**src/simt_defs.svh**
```systemverilog
`ifndef SIMT_DEFS_SVH
`define SIMT_DEFS_SVH

// lanes sharing one instruction stream
`define NUM_THREADS 2

// data and address width
`define XLEN 32

// first fetch address after reset
`define RESET_PC 32'h0000_0000

// reads back the lane index in every lane
`define TID_REG 5'd31

`endif
```
**src/simt_pkg.sv**
```systemverilog
`include "simt_defs.svh"

package simt_pkg;

	typedef logic [`XLEN-1:0] word_t;
	typedef logic [`XLEN-1:0] addr_t;
	typedef logic [`NUM_THREADS-1:0] lane_mask_t;

	typedef enum logic [2:0] {
		ALU_NONE, ALU_ADD, ALU_SUB, ALU_AND, ALU_OR, ALU_XOR, ALU_PASS_B
	} alu_op_e;

	typedef enum logic [1:0] {MEM_NONE, MEM_LOAD, MEM_STORE} mem_op_e;

	typedef enum logic [1:0] {BR_NONE, BR_EQ, BR_NE, BR_JAL} branch_e;

	typedef enum logic [1:0] {WB_NONE, WB_ALU, WB_MEM, WB_LINK} wb_src_e;

	// execute sequencer, one bus access per lane
	typedef enum logic [1:0] {EX_RUN, EX_MEM_REQ, EX_MEM_NEXT} ex_state_e;

	typedef enum logic [1:0] {F_IDLE, F_REQ, F_SQUASH} fetch_state_e;

endpackage

```
**src/simt_decode.sv**
```systemverilog
`timescale 1ns/100ps
`include "simt_defs.svh"

module simt_decode (
	input  logic                                     clk,
	input  logic                                     rst,
	input  simt_pkg::word_t                          instr,
	input  simt_pkg::addr_t                          instr_pc,
	input  logic                                     instr_valid,
	output logic                                     instr_taken,
	output logic [4:0]                               rs1,
	output logic [4:0]                               rs2,
	input  simt_pkg::word_t [`NUM_THREADS-1:0]      rd_data1,
	input  simt_pkg::word_t [`NUM_THREADS-1:0]      rd_data2,
	input  logic [4:0]                               ex_rd,
	input  logic                                     ex_writes,
	input  logic                                     freeze,
	input  logic                                     redirect,
	output logic [4:0]                               rd,
	output simt_pkg::word_t [`NUM_THREADS-1:0][1:0] reg_data,
	output simt_pkg::alu_op_e                        alu_op,
	output simt_pkg::wb_src_e                        wb_src,
	output simt_pkg::mem_op_e                        mem_op,
	output simt_pkg::branch_e                        branch_type,
	output simt_pkg::word_t                          immed,
	output simt_pkg::addr_t                          curr_pc,
	output simt_pkg::lane_mask_t                     valid,
	output logic                                     fwd_stall,
	output logic                                     branch_stall
);
	import simt_pkg::*;

	typedef enum logic [6:0] {
		OP_REG    = 7'b0110011,
		OP_IMM    = 7'b0010011,
		OP_LUI    = 7'b0110111,
		OP_LOAD   = 7'b0000011,
		OP_STORE  = 7'b0100011,
		OP_BRANCH = 7'b1100011,
		OP_JAL    = 7'b1101111
	} rv_op_e;

	logic    use_rs1;
	logic    use_rs2;
	logic    issue;
	alu_op_e op_alu;
	wb_src_e op_wb;
	mem_op_e op_mem;
	branch_e op_br;

	always_comb begin
		use_rs1 = 1'b0;
		use_rs2 = 1'b0;
		op_alu  = ALU_NONE;
		op_wb   = WB_NONE;
		op_mem  = MEM_NONE;
		op_br   = BR_NONE;
		immed   = '0; // R-type keeps zero so an x0 source still reads zero
		case (rv_op_e'(instr[6:0]))
			OP_REG: begin
				use_rs1 = 1'b1;
				use_rs2 = 1'b1;
				op_wb   = WB_ALU;
				case (instr[14:12])
					3'b000:  op_alu = instr[30] ? ALU_SUB : ALU_ADD;
					3'b100:  op_alu = ALU_XOR;
					3'b110:  op_alu = ALU_OR;
					3'b111:  op_alu = ALU_AND;
					default: op_wb  = WB_NONE;
				endcase
			end
			OP_IMM: begin // ADDI
				use_rs1 = 1'b1;
				op_alu  = ALU_ADD;
				op_wb   = WB_ALU;
				immed   = {{20{instr[31]}}, instr[31:20]};
			end
			OP_LUI: begin
				op_alu = ALU_PASS_B;
				op_wb  = WB_ALU;
				immed  = {instr[31:12], 12'h000};
			end
			OP_LOAD: begin
				use_rs1 = 1'b1;
				op_mem  = MEM_LOAD;
				op_wb   = WB_MEM;
				immed   = {{20{instr[31]}}, instr[31:20]};
			end
			OP_STORE: begin
				use_rs1 = 1'b1;
				use_rs2 = 1'b1;
				op_mem  = MEM_STORE;
				immed   = {{20{instr[31]}}, instr[31:25], instr[11:7]};
			end
			OP_BRANCH: begin
				use_rs1 = 1'b1;
				use_rs2 = 1'b1;
				op_br   = instr[12] ? BR_NE : BR_EQ;
				immed   = {{20{instr[31]}}, instr[7], instr[30:25], instr[11:8], 1'b0};
			end
			OP_JAL: begin
				op_br = BR_JAL;
				op_wb = WB_LINK;
				immed = {{12{instr[31]}}, instr[19:12], instr[20], instr[30:21], 1'b0};
			end
			default: ;
		endcase
	end

	// unused source fields stay zero, so they never raise a false hazard
	assign rs1 = use_rs1 ? instr[19:15] : 5'd0;
	assign rs2 = use_rs2 ? instr[24:20] : 5'd0;

	assign fwd_stall = instr_valid && ex_writes && (ex_rd != 5'd0) &&
		((rs1 == ex_rd) || (rs2 == ex_rd));
	assign issue = instr_valid && !fwd_stall && !branch_stall && !freeze && !redirect;

	assign instr_taken = issue;
	assign valid       = issue ? '1 : '0;
	assign rd          = (issue && op_wb != WB_NONE) ? instr[11:7] : 5'd0;
	assign alu_op      = issue ? op_alu : ALU_NONE;
	assign wb_src      = issue ? op_wb : WB_NONE;
	assign mem_op      = issue ? op_mem : MEM_NONE;
	assign branch_type = issue ? op_br : BR_NONE;
	assign curr_pc     = instr_pc;

	always_comb begin
		for (int k = 0; k < `NUM_THREADS; k++) begin
			reg_data[k][0] = rd_data1[k];
			reg_data[k][1] = rd_data2[k];
		end
	end

	// pending control transfer, cleared by its resolution
	always_ff @(posedge clk) begin
		if (rst || redirect)
			branch_stall <= 1'b0;
		else if (issue && op_br != BR_NONE)
			branch_stall <= 1'b1;
	end

endmodule

```
**config.mk**
```make
export PLATFORM = sky130hd
export DESIGN_NAME = simt_decode
export DESIGN_NICKNAME = d
export VERILOG_FILES = /design/src/simt_pkg.sv /design/src/simt_decode.sv
export VERILOG_INCLUDE_DIRS = /design/src
export SDC_FILE = /design/constraint.sdc
export NUM_CORES = 1
export LEC_CHECK = 0
export BUFFER_PORTS_ARGS = -buffer_cell sky130_fd_sc_hd__buf_2
export CORE_AREA = 3 3 166 168
export CTS_BUF_LIST = sky130_fd_sc_hd__clkbuf_8 sky130_fd_sc_hd__clkbuf_16
export CTS_CLUSTER_SIZE = 20
export DETAILED_ROUTE_END_ITERATION = 16
export DIE_AREA = 0 0 169 171
export GPL_TIMING_DRIVEN = 0
export PLACE_DENSITY = 0.34
export SLEW_MARGIN = 20
export SYNTH_ARGS = -nofsm -noshare
export SYNTH_HDL_FRONTEND = slang
export SYNTH_SLANG_ARGS = --single-unit
```
**constraint.sdc**
```tcl
create_clock -name clk -period 2.8 [get_ports clk]
set_clock_uncertainty 0.1 [all_clocks]
set_input_delay 0.42 -clock clk [delete_from_list [all_inputs] [get_ports clk]]
set_output_delay 0.42 -clock clk [all_outputs]
set_load 0.02 [all_outputs]
```
After elaboration in Yosys (flattened, before gate mapping)
Cells that the tools add are included.
{"block": "op_classes", "bitwise_logic": 0, "n_eq_ne": 12, "mul": 0, "n_mux": 19, "n_reduce_logical": 24, "shift": 0, "n_lt_le_gt_ge": 0, "div": 0, "n_addsub": 0}
{"operator": "one-hot mux 32 bit (5 select lines)", "n": 1}
{"operator": "== test 7 x 6 -> 1 bit (second input constant)", "n": 3}
{"operator": "2-to-1 mux 5 bit", "n": 3}
{"operator": "== test 7 bit (second input constant)", "n": 2}
{"operator": "2-to-1 mux 2 bit", "n": 6}
{"operator": "one-hot mux 3 bit (4 select lines)", "n": 1}
{"operator": "== test 5 bit", "n": 2}
{"operator": "== test 3 bit (second input constant)", "n": 3}
{"operator": "logical AND 1 bit", "n": 9}
{"operator": "one-hot mux 3 bit (3 select lines)", "n": 1}
{"operator": "one-hot mux 2 bit (2 select lines)", "n": 2}
{"operator": "one-hot mux 2 bit (4 select lines)", "n": 1}
{"operator": "== test 7 x 2 -> 1 bit (second input constant)", "n": 1}
{"operator": "== test 7 x 5 -> 1 bit (second input constant)", "n": 1}
{"operator": "nonzero test 5 bit", "n": 1}
{"operator": "OR reduction 5 bit", "n": 1}
{"operator": "logical NOT 1 bit", "n": 4}
{"operator": "nonzero test 2 bit", "n": 2}
{"operator": "OR reduction 2 bit", "n": 2}
{"operator": "OR reduction 4 bit", "n": 1}
{"operator": "logical NOT 3 bit", "n": 1}
{"operator": "2-to-1 mux 1 bit", "n": 3}
{"operator": "2-to-1 mux 3 bit", "n": 1}
{"operator": "OR reduction 3 bit", "n": 1}
{"operator": "logical OR 1 bit", "n": 2}
{"block": "totals", "ram_bits": 0, "latchBits": 0, "regBits": 1, "elab_cells": 56, "rom_bits": 0, "out_inout_bits": 221, "mem_count": 0, "in_bits": 203}

Longest topological paths before layout
Gate-level depths: netlist (run 1).
{"block": "depth", "depth_word": 14, "depth_mapped": 9, "mapped_depth_nobuf": 6}

Least setup slack after synthesis (run 1)
No wires, ideal clock.
{"block": "synth_path", "path_type": "input to output", "startpoint": "in instr[2]", "endpoint": "out valid[0]", "arrival_ps": 2174, "required_time_ps": 2280, "path_buffers": 2, "setup_slack_ps": 106, "path_stages": 8, "cell_sequence": "and4bb_4 > and3_4 > xor2_1 > or4_1 > nand3_2 > buf_6 > inv_1 > buf_4"}
{"block": "synth_via", "elab_chain_len": 13, "word_cells_on_any_way": 21, "cone_classes": "7 x eq/ne; 5 x mux; 9 x reduce/logical"}
{"element": "start, declared", "line": "simt_decode.sv:7", "text": "input simt_pkg::word_t instr,"}
{"element": "== test 7 x 6 -> 1 bit / == test 7 bit (equally long branches)", "line": "simt_decode.sv:59", "text": "case (rv_op_e'(instr[6:0]))"}
{"element": "OR reduction 3 bit (no source line) *"}
{"element": "2-to-1 mux 1 bit *", "line": "simt_decode.sv:59"}
{"element": "2-to-1 mux 5 bit *", "line": "simt_decode.sv:112", "text": "assign rs2 = use_rs2 ? instr[24:20] : 5'd0;"}
{"element": "named net rs2[1]", "line": "simt_decode.sv:12", "text": "output logic [4:0] rs2,"}
{"element": "== test 5 bit *", "line": "simt_decode.sv:115", "text": "((rs1 == ex_rd) || (rs2 == ex_rd));"}
{"element": "logical OR 1 bit *", "line": "simt_decode.sv:115"}
{"element": "logical AND 1 bit *", "line": "simt_decode.sv:114", "text": "assign fwd_stall = instr_valid && ex_writes && (ex_rd != 5'd0) &&"}
{"element": "logical NOT 1 bit *", "line": "simt_decode.sv:116", "text": "assign issue = instr_valid && !fwd_stall && !branch_stall && !freeze && !redirect;"}
{"element": "logical AND 1 bit * (4 in series)", "line": "simt_decode.sv:116"}
{"element": "named net instr_taken", "line": "simt_decode.sv:10", "text": "output logic instr_taken,"}
{"element": "2-to-1 mux 2 bit *", "line": "simt_decode.sv:119", "text": "assign valid = issue ? '1 : '0;"}
{"element": "end, declared", "line": "simt_decode.sv:27", "text": "output simt_pkg::lane_mask_t valid,"}
Mark *: on every way through the listed nets, which the timed path passes. The rest lies on a longest branch.

Worst setup path after layout (run 1)
{"block": "layout_path", "startpoint": "in instr[2]", "endpoint": "out rd[3]"}
{"block": "layout_via", "elab_chain_len": 14, "word_cells_on_any_way": 27, "cone_classes": "9 x eq/ne; 6 x mux; 12 x reduce/logical"}
{"element": "== test 7 x 6 -> 1 bit, or another cell as far along", "line": "simt_decode.sv:59"}
{"element": "OR reduction 5 bit (no source line) / OR reduction 3 bit (equally long branches)"}
{"element": "2-to-1 mux 1 bit", "line": "simt_decode.sv:59"}
{"element": "2-to-1 mux 5 bit (on tied branches)", "line": "simt_decode.sv:111, simt_decode.sv:112"}
{"element": "== test 5 bit", "line": "simt_decode.sv:115"}
{"element": "logical OR 1 bit", "line": "simt_decode.sv:115"}
{"element": "logical AND 1 bit", "line": "simt_decode.sv:114"}
{"element": "logical NOT 1 bit", "line": "simt_decode.sv:116"}
{"element": "logical AND 1 bit (4 in series)", "line": "simt_decode.sv:116"}
{"element": "logical AND 1 bit *", "line": "simt_decode.sv:120", "text": "assign rd = (issue && op_wb != WB_NONE) ? instr[11:7] : 5'd0;"}
{"element": "2-to-1 mux 5 bit *", "line": "simt_decode.sv:120"}
{"element": "end, declared", "line": "simt_decode.sv:19", "text": "output logic [4:0] rd,"}
Every way passes the cells marked *; elsewhere a longest branch is shown, timed or not.

==> results of run 1 <==
cells by family (layout without fill, tap and decap cells):
kind of cell	after synthesis	count (layout)	share of synthesized area
and+or+nand+nor	77	77	0.208
other	0	1	0
xor gates and xnor gates	3	3	0.0115
buffers and inverters	181	458	0.573
muxes	1	1	0.00438
AOI/OAI and AO/OA	59	59	0.195
DFF	1	1	0.00877
placed cells by master (no fill, tap or decap), types with 6 or more instances in the layout:
cell,count
a21oi_1,8
buf_6,13
a21o_1,20
buf_4,179
and3_2,6
inv_1,11
nand2_1,7
nor2b_1,8
buf_2,245
layer usage:
layer,up-vias,GRT usage
li1,1489,-
met1,1366,0.0921
met2,225,0.177
met3,6,0.0146
met4,4,0.00141
met5,-,0
metrics by stage:
| step | instances | instance area [um^2] | utilization |
|---|---|---|---|
| detailed placement | 920 | 4020 | 0.154 |
| global route | 934 | 4470 | 0.172 |
| global placement | 920 | 4020 | 0.154 |
| finish | 935 | 4470 | 0.172 |
| floorplan | 322 | 2280 | - |
| CTS | 928 | 4300 | 0.165 |
final timing paths:
path,slack [ns],to,cells after the start,start
max,-0.09,rd[3],10,instr[2]
min,0.47,branch_stall,2,branch_stall
max reg2reg,1.37,branch_stall,3,branch_stall
min reg2reg,0.47,branch_stall,2,branch_stall
layout make-up:
cell class / instances / share of cell area
multi-input cells: 140 / 0.256
diodes: 1 / 0.000559
inverters: 12 / 0.0106
plain buffers: 169 / 0.286
well taps: 335 / 0.0937
repair buffers: 277 / 0.349
flip-flops and latches: 1 / 0.00447
critical path: cells and delay by family:
family | cells | cell delay, ns
xor+xnor | 1 | 0.07
buf+inv | 4 | 0.51
simple gates | 5 | 1.35
power groups by stage:
stage | logic [mW] | registers, mW | clock network, mW
floorplan | 0.411 | 0.0146 | 0
global placement | 0.622 | 0.0146 | 0
detailed placement | 0.621 | 0.0146 | 0
CTS | 0.650 | 0.0146 | 0
global route | 0.699 | 0.0146 | 0
finish | 0.654 | 0.0146 | 0.0000000479
timing repair:
action / CTS / global route
endpoints found under the hold margin: 0 / 0
resized for setup: 52 / 34
endpoints found under the setup margin: 27 / 27
pin swaps: 10 / 16
buffers inserted: 8 / 6
hold buffers: 0 / 0
==> reports/summary.txt, run 1 <==
CP Class = input port to output pin
number of vias after detailed routing = 3090
most numerous cell in the Yosys netlist = buf_4
Clock Power Share = 0
Die W = 169 um
num rows = 59
Synthesized Nets = 525
metal2 WL = 7930 um
Die Y = 171 um
number of routed nets with antenna violations = 0
peak supply drop = 48.4 uV
pin count of the biggest net entering global routing = 11
area of the multi-input gates = 0.00115 mm^2
max reg flops = 1
switch share = 0.518
status = finished with violations
Power Density = 149 mW/mm^2
maximum clock frequency = 346 MHz
Post-synth top flop = dfxtp_1
dpl hpwl = 12900 um
worst-skew pair later-pin latency = 0 ns
final hold vios = 0
die area = 0.0289 mm^2
CP Max Fanout = 5
Final min period = 2.89 ns
fillers = 2965
yosys warns = 0
final total power = 668 uW
Final WS setup = -0.0903 ns
antenna violations before repair = 3
leading area contributor after synthesis = buf_4
Area contributors post-synth = buf_4, a21o_1, a21oi_1
max cap viols = 0
actual slew at the worst max-slew pin = 0.699 ns
number of global-route vias before repair = 2990
mapped cell area = 0.00228 mm^2
Tcrit/Tclk final = 1.03
Mapped Avg Cell Area = 7.09 um^2
Yosys top cell area share = 0.536
DR WL/cell = 15.5 um
Starting Density = 0.0876
top cells by count, synth = buf_4, a21o_1, nor2_1
failing checks = setup timing
DP Worst Slack = -0.572 ns
Setup Viol. Count Final = 15
via/cell ratio = 3.30
Slowest-stage cell, CP = or4_4
met3 routed WL = 1280 um
iteration count of the initial detailed-routing pass = 4
RSZ-0062 raised after global routing = true
part of the power in registers = 0.022
first-pass GRT wire length = 18500 um
Detailed Route Iter0 Violations = 56
Comb power frac = 0.978
Biggest register = branch_stall
Post-Route WL = 14500 um
FF/Latch Area = 20.0 um^2
Final Max Tran Viols = 0
final hold slack = 0.470 ns
Post-synth ARST share = 0
IO Pins = 424
sw power = 346 uW
P&R area growth vs syn = 95.9%
Port Buffer Count = 263
Largest stage delay, worst path = 0.54 ns
worst path required time = 2.28 ns
clock-pin slew on the worst setup and hold paths = 0 ns
Worst EP arrival = 2.37 ns
DRC viols = 0
FF+latch count, synth = 1
critical path capture point type = output pin
post-synth cell types = 49
Post-synth EDFFs = 0
Slew headroom = 0.532
HP Class = flop to flop
CP Cell Sequence = buf_8, and4bb_4, and3_4, xor2_2, or4_4, nand3_4, buf_12, buf_12, nor3b_2, buf_4
GRT Overall Usage = 0.0842
Cell Int Power = 322 uW
post-synthesis cell count = 322
Top Layer Used = met5
CP dominant cell by count = buf_12
setup TNS = -0.782 ns
WL met1 = 5200 um
layout cell share with drive strength beyond 1 = 0.816
Pleak = 2.63 nW
nets = 804
grt ovf = 0
Final GP Congestion = 0.718
sequential fraction of the synthesis area = 0.00877
top flop regs = branch_stall (1)
CORE AREA = 0.0261 mm^2
crit path launch type = input port
Note: power is estimated with default switching activity, not from simulation.
==> run 2: changes to the inputs <==
--- a/config.mk
+++ b/config.mk
@@ -14,6 +14,7 @@
 export DIE_AREA = 0 0 169 171
 export GPL_TIMING_DRIVEN = 0
 export PLACE_DENSITY = 0.34
+export RECOVER_POWER = 25
 export SLEW_MARGIN = 20
 export SYNTH_ARGS = -nofsm -noshare
 export SYNTH_HDL_FRONTEND = slang
==> reports/summary.txt, run 2 (same netlist as run 1, synthesis figures left out) <==
status = finished with violations
failing checks = setup timing
final hold slack = 0.472 ns (+0.00249 ns)
nets = 804 (unchanged)
Comb power frac = 0.978 (about the same)
max cap viols = 0 (unchanged)
antenna violations before repair = 3 (unchanged)
first-pass GRT wire length = 18500 um (unchanged)
Post-Route WL = 14500 um (+0.28%)
Critical R2R Launch = branch_stall
final instance area = 0.00441 mm^2 (-1.4%)
crit path from = instr[2]
Final GP Congestion = 0.718 (unchanged)
Placed Instance Area = 0.00402 mm^2 (unchanged)
GRT Overall Usage = 0.0842 (unchanged)
die area = 0.0289 mm^2 (unchanged)
max reg flops = 1 (unchanged)
layout cell share with drive strength beyond 1 = 0.731 (-0.0851)
DRC viols = 0 (unchanged)
worst reg2reg endpoint = branch_stall
worst-skew pair later-pin latency = 0 ns (unchanged)
CP Class = input port to output pin
maximum clock frequency = 346 MHz (about the same)
crit path launch type = input port
RSZ-0062 raised after global routing = true
Die Y = 171 um (unchanged)
Cell Int Power = 312 uW (-3.3%)
peak supply drop = 48.2 uV (-0.41%)
cts hold-fix bufs = 0 (unchanged)
via/cell ratio = 3.31 (+0.16%)
CORE AREA = 0.0261 mm^2 (unchanged)
dpl hpwl = 12900 um (unchanged)
Power Density = 149 mW/mm^2 (about the same)
number of vias after detailed routing = 3095 (+0.16%)
Pleak = 2.48 nW (-5.4%)
Final WS setup = -0.0904 ns (-0.000106 ns)
pin count of the biggest net entering global routing = 11 (unchanged)
Starting Density = 0.0876 (unchanged)
actual slew at the worst max-slew pin = 0.699 ns (unchanged)
top flop regs = branch_stall (1)
Tcrit/Tclk final = 1.03 (about the same)
most frequent cells in the layout = buf_2, buf_4, clkbuf_1, a21o_1, buf_6
Setup Viol. Count Final = 15 (unchanged)
CP Max Fanout = 5 (unchanged)
Slew headroom = 0.532 (unchanged)
grt ovf = 0 (unchanged)
Die W = 169 um (unchanged)
commonest non-fill, non-tap cell in the layout = buf_2
number of routed nets with antenna violations = 0 (unchanged)
IO Pins = 424 (unchanged)
part of the power in registers = 0.022 (about the same)
R2R Setup Slk = 1.37 ns (about the same)
DR WL/cell = 15.5 um (+0.28%)
switch share = 0.527 (+0.00932)
sw power = 347 uW (+0.42%)
Worst EP arrival = 2.37 ns (about the same)
Port Buffer Count = 263 (unchanged)
worst path required time = 2.28 ns (about the same)
clock-pin slew on the worst setup and hold paths = 0 ns (unchanged)
HP Class = flop to flop
Detailed Route Iter0 Violations = 57 (+1.8%)
Clock Power Share = 0 (unchanged)
setup TNS = -0.786 ns (-0.00360 ns)
final hold vios = 0 (unchanged)
P&R area growth vs syn = 93.2%
R2R depth = 3 (unchanged)
num rows = 59 (unchanged)
Final min period = 2.89 ns (+0.000106 ns)
Final Util = 0.169 (-0.00245)
iteration count of the initial detailed-routing pass = 4 (unchanged)
Final Max Tran Viols = 0 (unchanged)
critical path capture point type = output pin
Critical Path End = rd[3]
Biggest register = branch_stall
number of global-route vias before repair = 2990 (unchanged)
[run 2: cell types whose count changed in the layout (fill, tap and decap cells not counted)]
cell,before,now
clkbuf_1,1,52
buf_2,245,194
[run 2: worst min path at each step]
stage	startpoint	endpoint	cells after the start
after floorplan	rst	branch_stall	1
after global placement	branch_stall	branch_stall	2
after detailed placement	branch_stall	branch_stall	2
after CTS	branch_stall	branch_stall	2
after global routing	rst	branch_stall	2
final	branch_stall	branch_stall	2
[run 2: cell type report]
class,instances,area [um^2]
fillers,2998,21600
flip-flops and latches,1,20.0
inverters,12,47.5
diodes,1,2.50
multi-input cells,140,1150
repair buffers,277,1500
well taps,335,419
plain buffers,169,1280
[run 2: power by group through the flow]
stage / Combinational [mW] / Sequential, mW / Clock (mW)
2_1_floorplan: 0.411 / 0.0146 / 0
3_3_place_gp: 0.622 / 0.0146 / 0
3_5_place_dp: 0.621 / 0.0146 / 0
4_1_cts: 0.650 / 0.0146 / 0
5_1_grt: 0.690 / 0.0146 / 0
6_report: 0.645 / 0.0146 / 0.0000000479
[run 2: layer usage]
layer	vias up	GRT usage	share of wire
met1	1371	0.0921	0.36
met5	-	0	0.0023
met2	225	0.177	0.55
met3	6	0.0146	0.092
li1	1489	-	-
met4	4	0.00141	0.0025
[run 2: worst max-delay path, stage by stage]
cell and delay (ns):
buf_8 0.09, and4bb_4 0.39, and3_4 0.23, xor2_2 0.07, or4_4 0.54, nand3_4 0.15
buf_12 0.14, buf_12 0.11, nor3b_2 0.04, buf_4 0.17
[run 2: metrics by stage]
step	power [mW]	setup slack, ns	cells
after floorplan	0.425	0.106	322
after detailed placement	0.636	-0.572	920
after global placement	0.637	-0.547	920
final	0.659	-0.0904	935
after global routing	0.704	-0.150	934
after CTS	0.665	-0.131	928
[run 2: repair_timing]
action | 4_1_cts | 5_1_grt
setup buffers | 8 | 6
endpoints found under the setup margin | 27 | 27
gates resized for setup | 52 | 34
pin swaps | 10 | 16
==> run 3: changes to the inputs <==
--- a/config.mk
+++ b/config.mk
@@ -6,14 +6,15 @@
 export SDC_FILE = /design/constraint.sdc
 export NUM_CORES = 1
 export LEC_CHECK = 0
+export ABC_AREA = 0
 export BUFFER_PORTS_ARGS = -buffer_cell sky130_fd_sc_hd__buf_2
-export CORE_AREA = 3 3 166 168
+export CORE_AREA = 3 3 165 167
 export CTS_BUF_LIST = sky130_fd_sc_hd__clkbuf_8 sky130_fd_sc_hd__clkbuf_16
 export CTS_CLUSTER_SIZE = 20
 export DETAILED_ROUTE_END_ITERATION = 16
-export DIE_AREA = 0 0 169 171
+export DIE_AREA = 0 0 168 170
 export GPL_TIMING_DRIVEN = 0
-export PLACE_DENSITY = 0.34
+export PLACE_DENSITY = 0.35
 export RECOVER_POWER = 25
 export SLEW_MARGIN = 20
 export SYNTH_ARGS = -nofsm -noshare
==> constraint.sdc (replaced) <==
create_clock -name clk -period 3.7 [get_ports clk]
set_clock_uncertainty 0.1 [all_clocks]
set_input_delay 0.555 -clock clk [delete_from_list [all_inputs] [get_ports clk]]
set_output_delay 0.555 -clock clk [all_outputs]
set_load 0.02 [all_outputs]
==> reports/summary.txt, run 3 (same netlist as run 1, synthesis figures left out) <==
Final Max Tran Viols = 0 (unchanged)
dpl hpwl = 13000 um (+0.78%)
maximum clock frequency = 288 MHz
nets = 790 (-1.7%)
Biggest register = branch_stall
CP Class = input port to output pin
Tcrit/Tclk final = 0.938
number of vias after detailed routing = 2969 (-4.1%)
Clock Power Share = 0 (unchanged)
die area = 0.0286 mm^2 (-1.2%)
area of the multi-input gates = 985 um^2 (-14%)
number of global-route vias before repair = 2977 (-0.43%)
Cell Int Power = 216 uW (-31%)
worst-skew pair later-pin latency = 0 ns (unchanged)
Final min period = 3.47 ns
Worst EP arrival = 2.82 ns (+0.45 ns)
most frequent cells in the layout = buf_2, buf_4, clkbuf_1, a21o_1, nor2_1
cts hold-fix bufs = 0 (unchanged)
iteration count of the initial detailed-routing pass = 4 (unchanged)
Cells after DPL = 920 (unchanged)
antenna violations before repair = 3 (unchanged)
number of routed nets with antenna violations = 0 (unchanged)
Die W = 168 um (-0.59%)
P&R area growth vs syn = 74.4%
num rows = 59 (unchanged)
first-pass GRT wire length = 18800 um (+1.2%)
Pleak = 2.33 nW (-6.1%)
actual slew at the worst max-slew pin = 0.937 ns (+0.237 ns)
pin count of the biggest net entering global routing = 11 (unchanged)
GRT Overall Usage = 0.0853 (+0.00115)
Detailed Route Iter0 Violations = 70 (+23%)
FF/Latch Area = 20.0 um^2 (unchanged)
RSZ-0062 raised after global routing = false
Final Util = 0.154 (-0.0156)
top flop regs = branch_stall (1)
crit path launch type = input port
commonest non-fill, non-tap cell in the layout = buf_2
HP Class = flop to flop
part of the power in registers = 0.024 (+0.002)
CORE AREA = 0.0259 mm^2 (-0.57%)
Starting Density = 0.0881 (+0.000499)
layout cell share with drive strength beyond 1 = 0.672 (-0.0594)
status = completed
Slew headroom = 0.373 (-0.159)
Post-Route WL = 14200 um (-2.2%)
Port Buffer Count = 263 (unchanged)
switch share = 0.539 (+0.0123)
peak supply drop = 29.5 uV (-39%)
CP Max Fanout = 9 (+4)
grt ovf = 0 (unchanged)
via/cell ratio = 3.22 (-2.6%)
fillers = 3010 (+0.40%)
Comb power frac = 0.976 (-0.002)
DR WL/cell = 15.4 um (-0.75%)
IO Pins = 424 (unchanged)
final hold vios = 0 (unchanged)
DRC viols = 0 (unchanged)
sw power = 252 uW (-27%)
clock-pin slew on the worst setup and hold paths = 0 ns (unchanged)
Power Density = 118 mW/mm^2 (-21%)
worst path required time = 3.04 ns (+0.76 ns)
Layout Cells excl Fill = 921 (-1.5%)
critical path capture point type = output pin
Die Y = 170 um (-0.58%)
max cap viols = 0 (unchanged)
max reg flops = 1 (unchanged)
Final GP Congestion = 0.744 (+3.7%)
Setup Viol. Count Final = 0 (-15)
-- run 3: cell count changes in the layout (fill, tap and decap cells not counted), sizes merged --
| cell | change |
|---|---|
| buf | -17 |
| clkbuf | +3 |
-- run 3: critical path: stages --
cell,delay [ns]
buf_2,0.22
nand2b_1,0.31
nor2_1,0.17
or2_2,0.41
nor3_1,0.76
nor3b_1,0.16
buf_2,0.21
-- run 3: final timing paths --
kind	from	to	slack, ns	cells after the start
setup / recovery	instr[4]	rd[2]	0.23	7
hold / removal	branch_stall	branch_stall	0.47	2
setup reg to reg	branch_stall	branch_stall	2.23	3
hold reg to reg	branch_stall	branch_stall	0.47	2
-- run 3: area by class of cell --
class,count,share of cell area
Multi-Input combinational cell,140,0.247
Buffer,169,0.317
Sequential cell,1,0.00503
Tap cell,335,0.105
Antenna cell,1,0.000628
Inverter,12,0.0113
Timing Repair Buffer,263,0.313
-- run 3: per-stage QoR --
step                      area (um^2)  hold WS, ns  setup slack (ns)  setup TNS, ns  power (mW)
after global placement           4020        0.510            0.0440              0       0.481
after CTS                        4020        0.482            0.0462              0       0.481
after detailed placement         4020        0.480           -0.0208        -0.0208       0.480
after floorplan                  2280        0.532             0.736              0       0.322
after global routing             3980        0.550            0.0126              0       0.501
final                            3980        0.471             0.229              0       0.468
-- run 3: repair_timing --
| action | in CTS | in global routing |
|---|---|---|
| endpoints found under the setup margin | 1 | 4 |
| gates resized for setup | 1 | 4 |
| setup buffers | 0 | 0 |
-- run 3: routing by layer --
layer,track usage,up-vias,wire (um)
met2,0.165,195,7380
met4,0,4,4
met5,0,-,27
met3,0.0139,4,1160
li1,-,1458,-
met1,0.105,1308,5620
-- run 3: power groups by stage --
stage / logic [mW] / registers [mW] / clock network, mW
finish: 0.457 / 0.0110 / 0.0000000363
global route: 0.490 / 0.0110 / 0
CTS: 0.470 / 0.0110 / 0
detailed placement: 0.469 / 0.0110 / 0
global placement: 0.470 / 0.0110 / 0
floorplan: 0.311 / 0.0110 / 0
